==> config.mk <==
export PLATFORM = sky130hd
export DESIGN_NAME = riscv_mdu
export DESIGN_NICKNAME = d
export VERILOG_FILES = /design/src/riscv_mdu_pkg.sv /design/src/riscv_divider.sv /design/src/riscv_mdu.sv /design/src/riscv_multiplier.sv
export SDC_FILE = /design/constraint.sdc
export NUM_CORES = 2
export LEC_CHECK = 0
export BUFFER_PORTS_ARGS = -buffer_cell sky130_fd_sc_hd__buf_2
export CORE_ASPECT_RATIO = 0.6
export CORE_MARGIN = 2
export CORE_UTILIZATION = 35
export DETAILED_ROUTE_END_ITERATION = 7
export SLEW_MARGIN = 20
export SYNTH_ARGS = -nofsm -noshare
export SYNTH_HDL_FRONTEND = slang
export SYNTH_SLANG_ARGS = --single-unit
==> constraint.sdc <==
create_clock -name i_riscv_mul_clk -period 4.9 [get_ports i_riscv_mul_clk]
set_clock_uncertainty 0.05 [all_clocks]
set_input_delay 0.735 -clock i_riscv_mul_clk [delete_from_list [all_inputs] [get_ports i_riscv_mul_clk]]
set_output_delay 0.735 -clock i_riscv_mul_clk [all_outputs]
set_load 0.05 [all_outputs]
==> src/riscv_mdu_pkg.sv <==
package riscv_mdu_pkg;

  localparam int XLEN      = 64;
  localparam int MDU_ITERS = 64;

  typedef logic [XLEN-1:0] xlen_t;
  typedef logic [XLEN:0]   xlen_ext_t;                   // One extension bit
  typedef logic [2:0]      mdu_ctrl_t;                   // Bit 2 requests a start
  typedef logic [6:0]      iter_cnt_t;

  // Multiplier control words
  localparam mdu_ctrl_t MUL_CTRL_MUL    = 3'b100;
  localparam mdu_ctrl_t MUL_CTRL_MULH   = 3'b101;
  localparam mdu_ctrl_t MUL_CTRL_MULHU  = 3'b110;
  localparam mdu_ctrl_t MUL_CTRL_MULHSU = 3'b111;

  // Divider control words
  localparam mdu_ctrl_t DIV_CTRL_DIV    = 3'b100;
  localparam mdu_ctrl_t DIV_CTRL_DIVU   = 3'b101;
  localparam mdu_ctrl_t DIV_CTRL_REM    = 3'b110;
  localparam mdu_ctrl_t DIV_CTRL_REMU   = 3'b111;

  typedef enum logic {
    MUL_IDLE,
    MUL_RUN
  } mul_state_e;

  typedef enum logic {
    DIV_IDLE,
    DIV_RUN
  } div_state_e;

endpackage

==> src/riscv_divider.sv <==
`timescale 1ns/1ps

module riscv_divider (
  input  logic                      i_riscv_mul_clk,
  input  logic                      i_riscv_mul_rst,
  input  riscv_mdu_pkg::xlen_t      i_riscv_div_rs1data,
  input  riscv_mdu_pkg::xlen_t      i_riscv_div_rs2data,
  input  riscv_mdu_pkg::mdu_ctrl_t  i_riscv_div_divctrl,
  output riscv_mdu_pkg::xlen_t      o_riscv_div_result,
  output logic                      o_riscv_div_valid
);

  riscv_mdu_pkg::div_state_e state;
  riscv_mdu_pkg::iter_cnt_t  count;
  riscv_mdu_pkg::xlen_t      rem;
  riscv_mdu_pkg::xlen_t      quo;                        // Dividend shifts out, quotient in
  riscv_mdu_pkg::xlen_t      dvsr;
  riscv_mdu_pkg::xlen_t      rs1_abs;
  riscv_mdu_pkg::xlen_t      rs2_abs;
  riscv_mdu_pkg::xlen_ext_t  shifted;
  riscv_mdu_pkg::xlen_ext_t  trial;
  logic                      q_neg;
  logic                      r_neg;
  logic                      is_signed;
  logic                      rem_sel;
  logic                      div_zero;
  logic                      ovf;
  logic                      start;
  logic                      step;
  logic                      fix;
  logic                      done;

  always_comb
  begin
    is_signed = 1'b0;
    rem_sel   = 1'b0;
    case (i_riscv_div_divctrl)
      riscv_mdu_pkg::DIV_CTRL_DIV:  is_signed = 1'b1;
      riscv_mdu_pkg::DIV_CTRL_DIVU: is_signed = 1'b0;
      riscv_mdu_pkg::DIV_CTRL_REM:
      begin
        is_signed = 1'b1;
        rem_sel   = 1'b1;
      end
      riscv_mdu_pkg::DIV_CTRL_REMU: rem_sel = 1'b1;
      default:                      rem_sel = 1'b0;
    endcase
  end

  assign start = i_riscv_div_divctrl[2] && !o_riscv_div_valid;
  assign step  = (state == riscv_mdu_pkg::DIV_RUN) &&
                 (count < riscv_mdu_pkg::iter_cnt_t'(riscv_mdu_pkg::MDU_ITERS));
  assign fix   = (state == riscv_mdu_pkg::DIV_RUN) &&
                 (count == riscv_mdu_pkg::iter_cnt_t'(riscv_mdu_pkg::MDU_ITERS));
  assign done  = (count == riscv_mdu_pkg::iter_cnt_t'(riscv_mdu_pkg::MDU_ITERS + 1));

  assign rs1_abs = (is_signed && i_riscv_div_rs1data[riscv_mdu_pkg::XLEN-1]) ?
                   -i_riscv_div_rs1data : i_riscv_div_rs1data;
  assign rs2_abs = (is_signed && i_riscv_div_rs2data[riscv_mdu_pkg::XLEN-1]) ?
                   -i_riscv_div_rs2data : i_riscv_div_rs2data;

  assign div_zero = (i_riscv_div_rs2data == '0);
  assign ovf      = is_signed && (i_riscv_div_rs2data == '1) &&
                    (i_riscv_div_rs1data == {1'b1, {(riscv_mdu_pkg::XLEN-1){1'b0}}});

  // MSB of the trial difference is its sign since rem < dvsr before the shift
  assign shifted = {rem, quo[riscv_mdu_pkg::XLEN-1]};
  assign trial   = shifted - {1'b0, dvsr};

  always_ff @(posedge i_riscv_mul_clk)
  begin
    if (state == riscv_mdu_pkg::DIV_IDLE && start)
    begin
      rem   <= '0;
      quo   <= rs1_abs;
      dvsr  <= rs2_abs;
      q_neg <= is_signed && (i_riscv_div_rs1data[riscv_mdu_pkg::XLEN-1] ^
                             i_riscv_div_rs2data[riscv_mdu_pkg::XLEN-1]);
      r_neg <= is_signed && i_riscv_div_rs1data[riscv_mdu_pkg::XLEN-1];
    end
    else if (step)
    begin
      if (!trial[riscv_mdu_pkg::XLEN])
      begin
        rem <= trial[riscv_mdu_pkg::XLEN-1:0];           // Keep difference
        quo <= {quo[riscv_mdu_pkg::XLEN-2:0], 1'b1};
      end
      else
      begin
        rem <= shifted[riscv_mdu_pkg::XLEN-1:0];         // Restore
        quo <= {quo[riscv_mdu_pkg::XLEN-2:0], 1'b0};
      end
    end
    else if (fix)
    begin
      if (div_zero)
      begin
        quo <= '1;
        rem <= i_riscv_div_rs1data;
      end
      else if (ovf)
      begin
        quo <= i_riscv_div_rs1data;
        rem <= '0;
      end
      else
      begin
        quo <= q_neg ? -quo : quo;
        rem <= r_neg ? -rem : rem;
      end
    end
  end

  always_ff @(posedge i_riscv_mul_clk or negedge i_riscv_mul_rst)
  begin
    if (!i_riscv_mul_rst)
    begin
      state              <= riscv_mdu_pkg::DIV_IDLE;
      count              <= '0;
      o_riscv_div_valid  <= 1'b0;
      o_riscv_div_result <= '0;
    end
    else
    begin
      case (state)
        riscv_mdu_pkg::DIV_IDLE:
        begin
          o_riscv_div_valid <= 1'b0;
          count             <= '0;
          if (start)
            state <= riscv_mdu_pkg::DIV_RUN;
        end
        riscv_mdu_pkg::DIV_RUN:
        begin
          if (done)
          begin
            o_riscv_div_valid  <= 1'b1;
            o_riscv_div_result <= rem_sel ? rem : quo;
            count              <= '0;
            state              <= riscv_mdu_pkg::DIV_IDLE;
          end
          else
            count <= count + 1'b1;                      // Counts steps and the sign fix-up
        end
        default: state <= riscv_mdu_pkg::DIV_IDLE;
      endcase
    end
  end

  a_div_valid_pulse: assert property (@(posedge i_riscv_mul_clk)
    disable iff (!i_riscv_mul_rst) o_riscv_div_valid |=> !o_riscv_div_valid)
    else $error("divider valid held for more than one cycle");

endmodule

==> src/riscv_mdu.sv <==
`timescale 1ns/1ps

module riscv_mdu (
  input  logic                      i_riscv_mul_clk,
  input  logic                      i_riscv_mul_rst,
  input  riscv_mdu_pkg::xlen_t      i_riscv_mdu_rs1data,
  input  riscv_mdu_pkg::xlen_t      i_riscv_mdu_rs2data,
  input  riscv_mdu_pkg::mdu_ctrl_t  i_riscv_mdu_mulctrl,
  input  riscv_mdu_pkg::mdu_ctrl_t  i_riscv_mdu_divctrl,
  output riscv_mdu_pkg::xlen_t      o_riscv_mdu_result,
  output logic                      o_riscv_mdu_valid
);

  riscv_mdu_pkg::xlen_t mul_product;
  riscv_mdu_pkg::xlen_t div_result;
  logic                 mul_valid;
  logic                 div_valid;

  riscv_multiplier u_mul (
    .i_riscv_mul_clk     (i_riscv_mul_clk),
    .i_riscv_mul_rst     (i_riscv_mul_rst),
    .i_riscv_mul_rs1data (i_riscv_mdu_rs1data),
    .i_riscv_mul_rs2data (i_riscv_mdu_rs2data),
    .i_riscv_mul_mulctrl (i_riscv_mdu_mulctrl),
    .o_riscv_mul_product (mul_product),
    .o_riscv_mul_valid   (mul_valid)
  );

  riscv_divider u_div (
    .i_riscv_mul_clk     (i_riscv_mul_clk),
    .i_riscv_mul_rst     (i_riscv_mul_rst),
    .i_riscv_div_rs1data (i_riscv_mdu_rs1data),
    .i_riscv_div_rs2data (i_riscv_mdu_rs2data),
    .i_riscv_div_divctrl (i_riscv_mdu_divctrl),
    .o_riscv_div_result  (div_result),
    .o_riscv_div_valid   (div_valid)
  );

  // Only one engine completes in a cycle
  assign o_riscv_mdu_result = mul_valid ? mul_product : div_result;
  assign o_riscv_mdu_valid  = mul_valid | div_valid;

  a_one_valid: assert property (@(posedge i_riscv_mul_clk)
    disable iff (!i_riscv_mul_rst) !(mul_valid && div_valid))
    else $error("multiplier and divider completed in the same cycle");

  a_one_start: assert property (@(posedge i_riscv_mul_clk)
    disable iff (!i_riscv_mul_rst)
    !(i_riscv_mdu_mulctrl[2] && i_riscv_mdu_divctrl[2]))
    else $error("multiply and divide requested together");

endmodule

==> src/riscv_multiplier.sv <==
`timescale 1ns/1ps

module riscv_multiplier (
  input  logic                      i_riscv_mul_clk,
  input  logic                      i_riscv_mul_rst,
  input  riscv_mdu_pkg::xlen_t      i_riscv_mul_rs1data,
  input  riscv_mdu_pkg::xlen_t      i_riscv_mul_rs2data,
  input  riscv_mdu_pkg::mdu_ctrl_t  i_riscv_mul_mulctrl,
  output riscv_mdu_pkg::xlen_t      o_riscv_mul_product,
  output logic                      o_riscv_mul_valid
);

  riscv_mdu_pkg::mul_state_e state;
  riscv_mdu_pkg::iter_cnt_t  count;
  riscv_mdu_pkg::xlen_ext_t  mcand;                      // Multiplicand
  riscv_mdu_pkg::xlen_ext_t  mplier;                     // Multiplier
  riscv_mdu_pkg::xlen_ext_t  acc_hi;                     // Partial product
  riscv_mdu_pkg::xlen_ext_t  acc_lo;                     // Shifted multiplier, low product
  riscv_mdu_pkg::xlen_ext_t  partial;
  riscv_mdu_pkg::xlen_t      prod_sel;
  logic                      q_m1;                       // Booth bit Q-1
  logic                      start;
  logic                      done;

  // Valid high blocks a restart while the issuer still holds the word
  assign start = i_riscv_mul_mulctrl[2] && !o_riscv_mul_valid;
  assign done  = (count == riscv_mdu_pkg::iter_cnt_t'(riscv_mdu_pkg::MDU_ITERS + 1));

  always_comb
  begin
    case (i_riscv_mul_mulctrl)
      riscv_mdu_pkg::MUL_CTRL_MULHU:
      begin
        mcand  = {1'b0, i_riscv_mul_rs1data};
        mplier = {1'b0, i_riscv_mul_rs2data};
      end
      riscv_mdu_pkg::MUL_CTRL_MULHSU:
      begin
        mcand  = {i_riscv_mul_rs1data[riscv_mdu_pkg::XLEN-1], i_riscv_mul_rs1data};
        mplier = {1'b0, i_riscv_mul_rs2data};
      end
      default:
      begin
        mcand  = {i_riscv_mul_rs1data[riscv_mdu_pkg::XLEN-1], i_riscv_mul_rs1data};
        mplier = {i_riscv_mul_rs2data[riscv_mdu_pkg::XLEN-1], i_riscv_mul_rs2data};
      end
    endcase
  end

  // Radix-2 Booth recoding of {Q0, Q-1}
  always_comb
  begin
    case ({acc_lo[0], q_m1})
      2'b10:   partial = acc_hi - mcand;
      2'b01:   partial = acc_hi + mcand;
      default: partial = acc_hi;
    endcase
  end

  always_comb
  begin
    case (i_riscv_mul_mulctrl)
      riscv_mdu_pkg::MUL_CTRL_MUL:
        prod_sel = acc_lo[riscv_mdu_pkg::XLEN-1:0];
      riscv_mdu_pkg::MUL_CTRL_MULH,
      riscv_mdu_pkg::MUL_CTRL_MULHU,
      riscv_mdu_pkg::MUL_CTRL_MULHSU:
        prod_sel = {acc_hi[riscv_mdu_pkg::XLEN-2:0], acc_lo[riscv_mdu_pkg::XLEN]};
      default:
        prod_sel = '0;
    endcase
  end

  always_ff @(posedge i_riscv_mul_clk)
  begin
    if (state == riscv_mdu_pkg::MUL_IDLE && start)
    begin
      acc_hi <= '0;
      acc_lo <= mplier;
      q_m1   <= 1'b0;
    end
    else if (state == riscv_mdu_pkg::MUL_RUN && !done)
    begin
      acc_hi <= {partial[riscv_mdu_pkg::XLEN], partial[riscv_mdu_pkg::XLEN:1]};
      acc_lo <= {partial[0], acc_lo[riscv_mdu_pkg::XLEN:1]};  // Arithmetic shift right
      q_m1   <= acc_lo[0];
    end
  end

  always_ff @(posedge i_riscv_mul_clk or negedge i_riscv_mul_rst)
  begin
    if (!i_riscv_mul_rst)
    begin
      state               <= riscv_mdu_pkg::MUL_IDLE;
      count               <= '0;
      o_riscv_mul_valid   <= 1'b0;
      o_riscv_mul_product <= '0;
    end
    else
    begin
      case (state)
        riscv_mdu_pkg::MUL_IDLE:
        begin
          o_riscv_mul_valid <= 1'b0;
          count             <= '0;
          if (start)
            state <= riscv_mdu_pkg::MUL_RUN;
        end
        riscv_mdu_pkg::MUL_RUN:
        begin
          if (done)
          begin
            o_riscv_mul_valid   <= 1'b1;
            o_riscv_mul_product <= prod_sel;
            count               <= '0;
            state               <= riscv_mdu_pkg::MUL_IDLE;
          end
          else
            count <= count + 1'b1;
        end
        default: state <= riscv_mdu_pkg::MUL_IDLE;
      endcase
    end
  end

  a_mul_valid_pulse: assert property (@(posedge i_riscv_mul_clk)
    disable iff (!i_riscv_mul_rst) o_riscv_mul_valid |=> !o_riscv_mul_valid)
    else $error("multiplier valid held for more than one cycle");

endmodule

==> flow_summary.html <==
<table>
<tr><th>Metric</th><th>Value</th></tr>
<tr><th colspan="2">Placement</th></tr>
<tr><td>Worst slack after detailed placement</td><td>-0.9308 ns</td></tr>
<tr><td>Global placement routability congestion</td><td>0.9904</td></tr>
<tr><td>Post-DP HPWL</td><td>110,300 microns</td></tr>
<tr><td>PortBufs</td><td>200</td></tr>
<tr><td>Dpl cell area</td><td>40,860 sq um</td></tr>
<tr><td>Cells after DPL</td><td>6,030</td></tr>
<tr><th colspan="2">Drt</th></tr>
<tr><td>Detailed route wirelength on metal3</td><td>13,950 microns</td></tr>
<tr><td>Final antenna-violating net count</td><td>0</td></tr>
<tr><td>Top routing layer used</td><td>met5</td></tr>
<tr><td>Vias per cell</td><td>5.726</td></tr>
<tr><td>Total Wirelength</td><td>142,700 microns</td></tr>
<tr><td>Number of search-and-repair iterations in the first detailed-routing pass</td><td>6</td></tr>
<tr><td>DRC</td><td>0</td></tr>
<tr><td>Via count</td><td>35,216</td></tr>
<tr><td>Routed length on met1</td><td>63,360 microns</td></tr>
<tr><td>Wire length on met2</td><td>60,650 microns</td></tr>
<tr><td>Post-DR wirelength/cell</td><td>23.20 microns</td></tr>
<tr><td>Number of violations reported at the end of detailed-routing iteration 0</td><td>4,164</td></tr>
<tr><th colspan="2">Final layout</th></tr>
<tr><td>Number of nets in the finished design</td><td>5,045</td></tr>
<tr><td>Area occupied by multi-input gates</td><td>22,610 sq um</td></tr>
<tr><td>Most frequent cells in the layout</td><td>491 x nand2_1, 440 x buf_4, 434 x nor2_1</td></tr>
<tr><td>Fraction of final layout cells sized beyond drive strength 1</td><td>20.53%</td></tr>
<tr><td>Post-layout instance area</td><td>43,210 sq um</td></tr>
<tr><td>Layout fillers</td><td>10,119</td></tr>
<tr><td>Layout overhead on the synthesized area</td><td>21.18%</td></tr>
<tr><td>Most frequent standard cell in the layout excluding fill and tap cells</td><td>nand2_1</td></tr>
<tr><td>Post-route non-filler standard cell count</td><td>6,150</td></tr>
<tr><td>Sequential standard cell area</td><td>12,090 sq um</td></tr>
<tr><th colspan="2">Synth</th></tr>
<tr><td>Count of yosys warnings during synthesis</td><td>0</td></tr>
<tr><td>Proportion of netlist area held by the largest area contributor</td><td>16.42%</td></tr>
<tr><td>Main flop type after synthesis</td><td>edfxtp_1</td></tr>
<tr><td>Async S/R FF share, synth</td><td>31.06%</td></tr>
<tr><td>Most area-hungry cell type in the Yosys netlist</td><td>edfxtp_1</td></tr>
<tr><td>Post-Synthesis Cells</td><td>4,356</td></tr>
<tr><td>Flip-flop and latch count after synthesis</td><td>470</td></tr>
<tr><td>Number of unique standard cell types used by synthesis</td><td>113</td></tr>
<tr><td>Mapped Avg Cell Area</td><td>8.186 sq um</td></tr>
<tr><td>Area of the mapped netlist</td><td>35,660 sq um</td></tr>
<tr><td>Synthesized net count</td><td>4,633</td></tr>
<tr><td>Number of synthesized flops with an enable pin</td><td>195</td></tr>
<tr><td>Dominant cells by area after synthesis</td><td>edfxtp_1 16%, dfrtp_1 10%, dfxtp_1 7.2%</td></tr>
<tr><td>Sequential fraction of the synthesis area</td><td>33.91%</td></tr>
<tr><th colspan="2">Critical path</th></tr>
<tr><td>Largest stage delay, worst path</td><td>0.44 ns</td></tr>
<tr><td>R2R Path End</td><td>u_div.rem[0]</td></tr>
<tr><td>Critical Path Sink Type</td><td>flop</td></tr>
<tr><td>Worst R2R Path Depth</td><td>17</td></tr>
<tr><td>Worst setup path endpoint</td><td>u_mul.acc_hi[63]</td></tr>
<tr><td>Most repeated library cell on the critical path</td><td>nor2_1</td></tr>
<tr><td>Worst Path Arrival</td><td>5.31 ns</td></tr>
<tr><td>RR Startpoint</td><td>u_div.quo[63]</td></tr>
<tr><td>Sequence of cells on the critical path</td><td>buf_6, clkinv_4, ha_4, or3b_4, nor4_4, buf_4, nand4_1, nor2_1, and3_4, nand3_4, nor3_4, nor2_1, xor2_1, ha_1, nand2_1, or3_4, or4_4, o21ai_4, a31oi_4, o31ai_2, xnor2_1, o211ai_1, o31ai_1</td></tr>
<tr><td>Critical path type</td><td>in -&gt; reg</td></tr>
<tr><td>Internal reg-to-reg setup slack</td><td>0.23 ns</td></tr>
<tr><td>Worst setup path startpoint</td><td>i_riscv_mdu_rs1data[0]</td></tr>
<tr><td>Required time at the worst-slack endpoint</td><td>5.34 ns</td></tr>
<tr><td>Startpoint type of the worst setup path</td><td>input pin</td></tr>
<tr><td>Crit-path max FO</td><td>3</td></tr>
<tr><td>Slowest CP cell</td><td>or4_4</td></tr>
<tr><th colspan="2">Power and ir drop</th></tr>
<tr><td>Peak VDD IR</td><td>0.3829 mV</td></tr>
<tr><td>Leak</td><td>17.58 nW</td></tr>
<tr><td>Ratio of total power to cell area</td><td>419.8 nW/um^2</td></tr>
<tr><th colspan="2">Clocking</th></tr>
<tr><td>Clock root cell</td><td>clkbuf_16</td></tr>
<tr><td>H-tree depth reported by CTS</td><td>2</td></tr>
<tr><td>Clock tree from TritonCTS</td><td>built</td></tr>
<tr><td>Clock sinks</td><td>470</td></tr>
<tr><td>Clock slew seen by the registers of the worst setup and hold paths</td><td>0.06 ns</td></tr>
<tr><td>Number of hold buffers added after cts</td><td>0</td></tr>
<tr><td>CTS buffer count</td><td>49</td></tr>
<tr><td>Worst skew pair latency</td><td>0.65 ns</td></tr>
<tr><td>Number of buffers between clock root and the deepest sink</td><td>3</td></tr>
<tr><th colspan="2">Floorplan</th></tr>
<tr><td>Placeable core region</td><td>100,800 sq um</td></tr>
<tr><td>Total I/O pin count</td><td>201</td></tr>
<tr><td>Full die area</td><td>104,500 sq um</td></tr>
<tr><td>Effective utilization at floorplan</td><td>35.38%</td></tr>
<tr><td>Cell row count</td><td>90</td></tr>
<tr><td>Die outline width</td><td>416.1 microns</td></tr>
<tr><td>Overall die height</td><td>251.2 microns</td></tr>
<tr><th colspan="2">STA</th></tr>
<tr><td>WHS</td><td>0.1008 ns</td></tr>
<tr><td>Setup_tns</td><td>0 ns</td></tr>
<tr><td>Post-route fraction of the period consumed by the critical path</td><td>99.29%</td></tr>
<tr><td>Normalized max-slew margin</td><td>35.50%</td></tr>
<tr><td>Slew at the pin closest to its max-slew limit</td><td>0.9675 ns</td></tr>
<tr><td>Post-route worst setup slack</td><td>0.03479 ns</td></tr>
<tr><td>RSZ-0062 raised after global routing</td><td>yes</td></tr>
<tr><td>Final Slew Violations</td><td>0</td></tr>
<tr><td>Crit path time final</td><td>4.865 ns</td></tr>
<tr><td>Maximum clock frequency</td><td>0.2055 GHz</td></tr>
<tr><td>Count of final hold-check violations</td><td>0</td></tr>
<tr><td>Total setup violations reported at the end of the flow</td><td>0</td></tr>
<tr><th colspan="2">Global route</th></tr>
<tr><td>Number of antenna violations at the first check in global routing</td><td>14</td></tr>
<tr><td>Via count of the first global-routing pass</td><td>32,501</td></tr>
<tr><td>Leftover overflow at the end of global routing</td><td>0</td></tr>
<tr><td>Largest net degree at the start of global routing</td><td>155</td></tr>
<tr><td>Global-route wire length before repair</td><td>210,300 microns</td></tr>
<tr><td>Total GRT Usage</td><td>26.34%</td></tr>
<tr><th colspan="2">Run</th></tr>
<tr><td>Max-capacitance violation count</td><td>0</td></tr>
<tr><th colspan="2">Status</th></tr>
<tr><td>Result of the run</td><td>finished clean</td></tr>
<tr><th colspan="2">Min path</th></tr>
<tr><td>Class of the most critical hold timing path</td><td>in -&gt; async</td></tr>
</table>
## where the power goes
group / total, W / switching [W] / internal (W) / leakage [nW]
Sequential: 0.00522 / 0.000526 / 0.00470 / 4.31
Combinational: 0.00899 / 0.00475 / 0.00424 / 12.5
Clock: 0.00393 / 0.00178 / 0.00214 / 0.780
Total: 0.0181 / 0.00706 / 0.0111 / 17.6
## repair_timing
action | in CTS | in global routing
setup buffers | 2 | 21
pin swaps | 4 | 74
gates resized for setup | 16 | 106
endpoints found under the setup margin | 18 | 39
## worst min-delay path by stage
stage	startpoint	endpoint	slack (ns)
after floorplan	i_riscv_mul_rst	u_div.count[0]	0.39
after detailed placement	u_mul.o_riscv_mul_product[50]	u_mul.o_riscv_mul_product[50]	0.41
after global placement	u_mul.o_riscv_mul_product[41]	u_mul.o_riscv_mul_product[41]	0.41
final	i_riscv_mul_rst	u_mul.o_riscv_mul_product[5]	0.10
after CTS	i_riscv_mul_rst	u_mul.o_riscv_mul_product[2]	0.10
after global routing	i_riscv_mul_rst	u_mul.o_riscv_mul_product[5]	0.15
## per-stage QoR
| stage | total power (W) | util (%) |
|---|---|---|
| 3_5_place_dp | 0.01358 | 40.54 |
| 3_3_place_gp | 0.01356 | 40.54 |
| 2_1_floorplan | 0.01008 | - |
| 4_1_cts | 0.01763 | 42.22 |
| 5_1_grt | 0.01926 | 42.87 |
| 6_report | 0.01814 | 42.88 |
## Yosys cell counts, types with 95 or more instances
library cell and count:
clkbuf_1 229, a21oi_1 418, o21ai_0 354, nand3_1 100, o211ai_1 95, nor2_1 443, ha_1 139, inv_1 123
nand2_1 504, edfxtp_1 195, xnor2_1 210, xor2_1 203, dfrtp_1 146, dfxtp_1 129
## layer usage
metal / vias up / GRT usage, %
met5: - / 0
met4: 10 / 8.145
met3: 224 / 6.214
met2: 1582 / 39.48
met1: 16882 / 37.26
li1: 16518 / -
## critical path, delay by kind of cell
family	cells	cell delay, ns
xor gates and xnor gates	2	0.29
buffers and inverters	3	0.36
AOI/OAI and AO/OA	5	0.89
adders and majority gates	2	0.44
and+or+nand+nor	11	2.60
## cells by family (layout without fill, tap and decap cells)
logic type      after synthesis  in the layout  synth area share [%]
flops                       470            470                 33.91
mux                         150            150                 4.442
compound gates             1292           1292                 22.26
fa+ha+maj                   141            141                 4.989
buf+inv                     427            879                 4.944
simple gates               1462           1462                 19.27
xor+xnor                    414            414                 10.19
other cells                   0              8                     0
## layout make-up
type	count	area share, %
diodes	8	0.04633
repair buffers	664	10.98
inverters	124	1.123
clock buffers	71	3.237
flip-flops and latches	470	27.99
multi-input cells	3459	52.32
well taps	1334	3.863
clock inverters	20	0.4459
## registers in the layout, indices dropped and copies added, names as in the netlist, 7 cells and up
signal and count:
u_div.count 7, u_div.dvsr 64, u_div.o_riscv_div_result 64, u_div.quo 64, u_div.rem 64, u_mul.acc_hi 64, u_mul.acc_lo 65, u_mul.count 7
u_mul.o_riscv_mul_product 64
(Power assumes the default switching activity.)
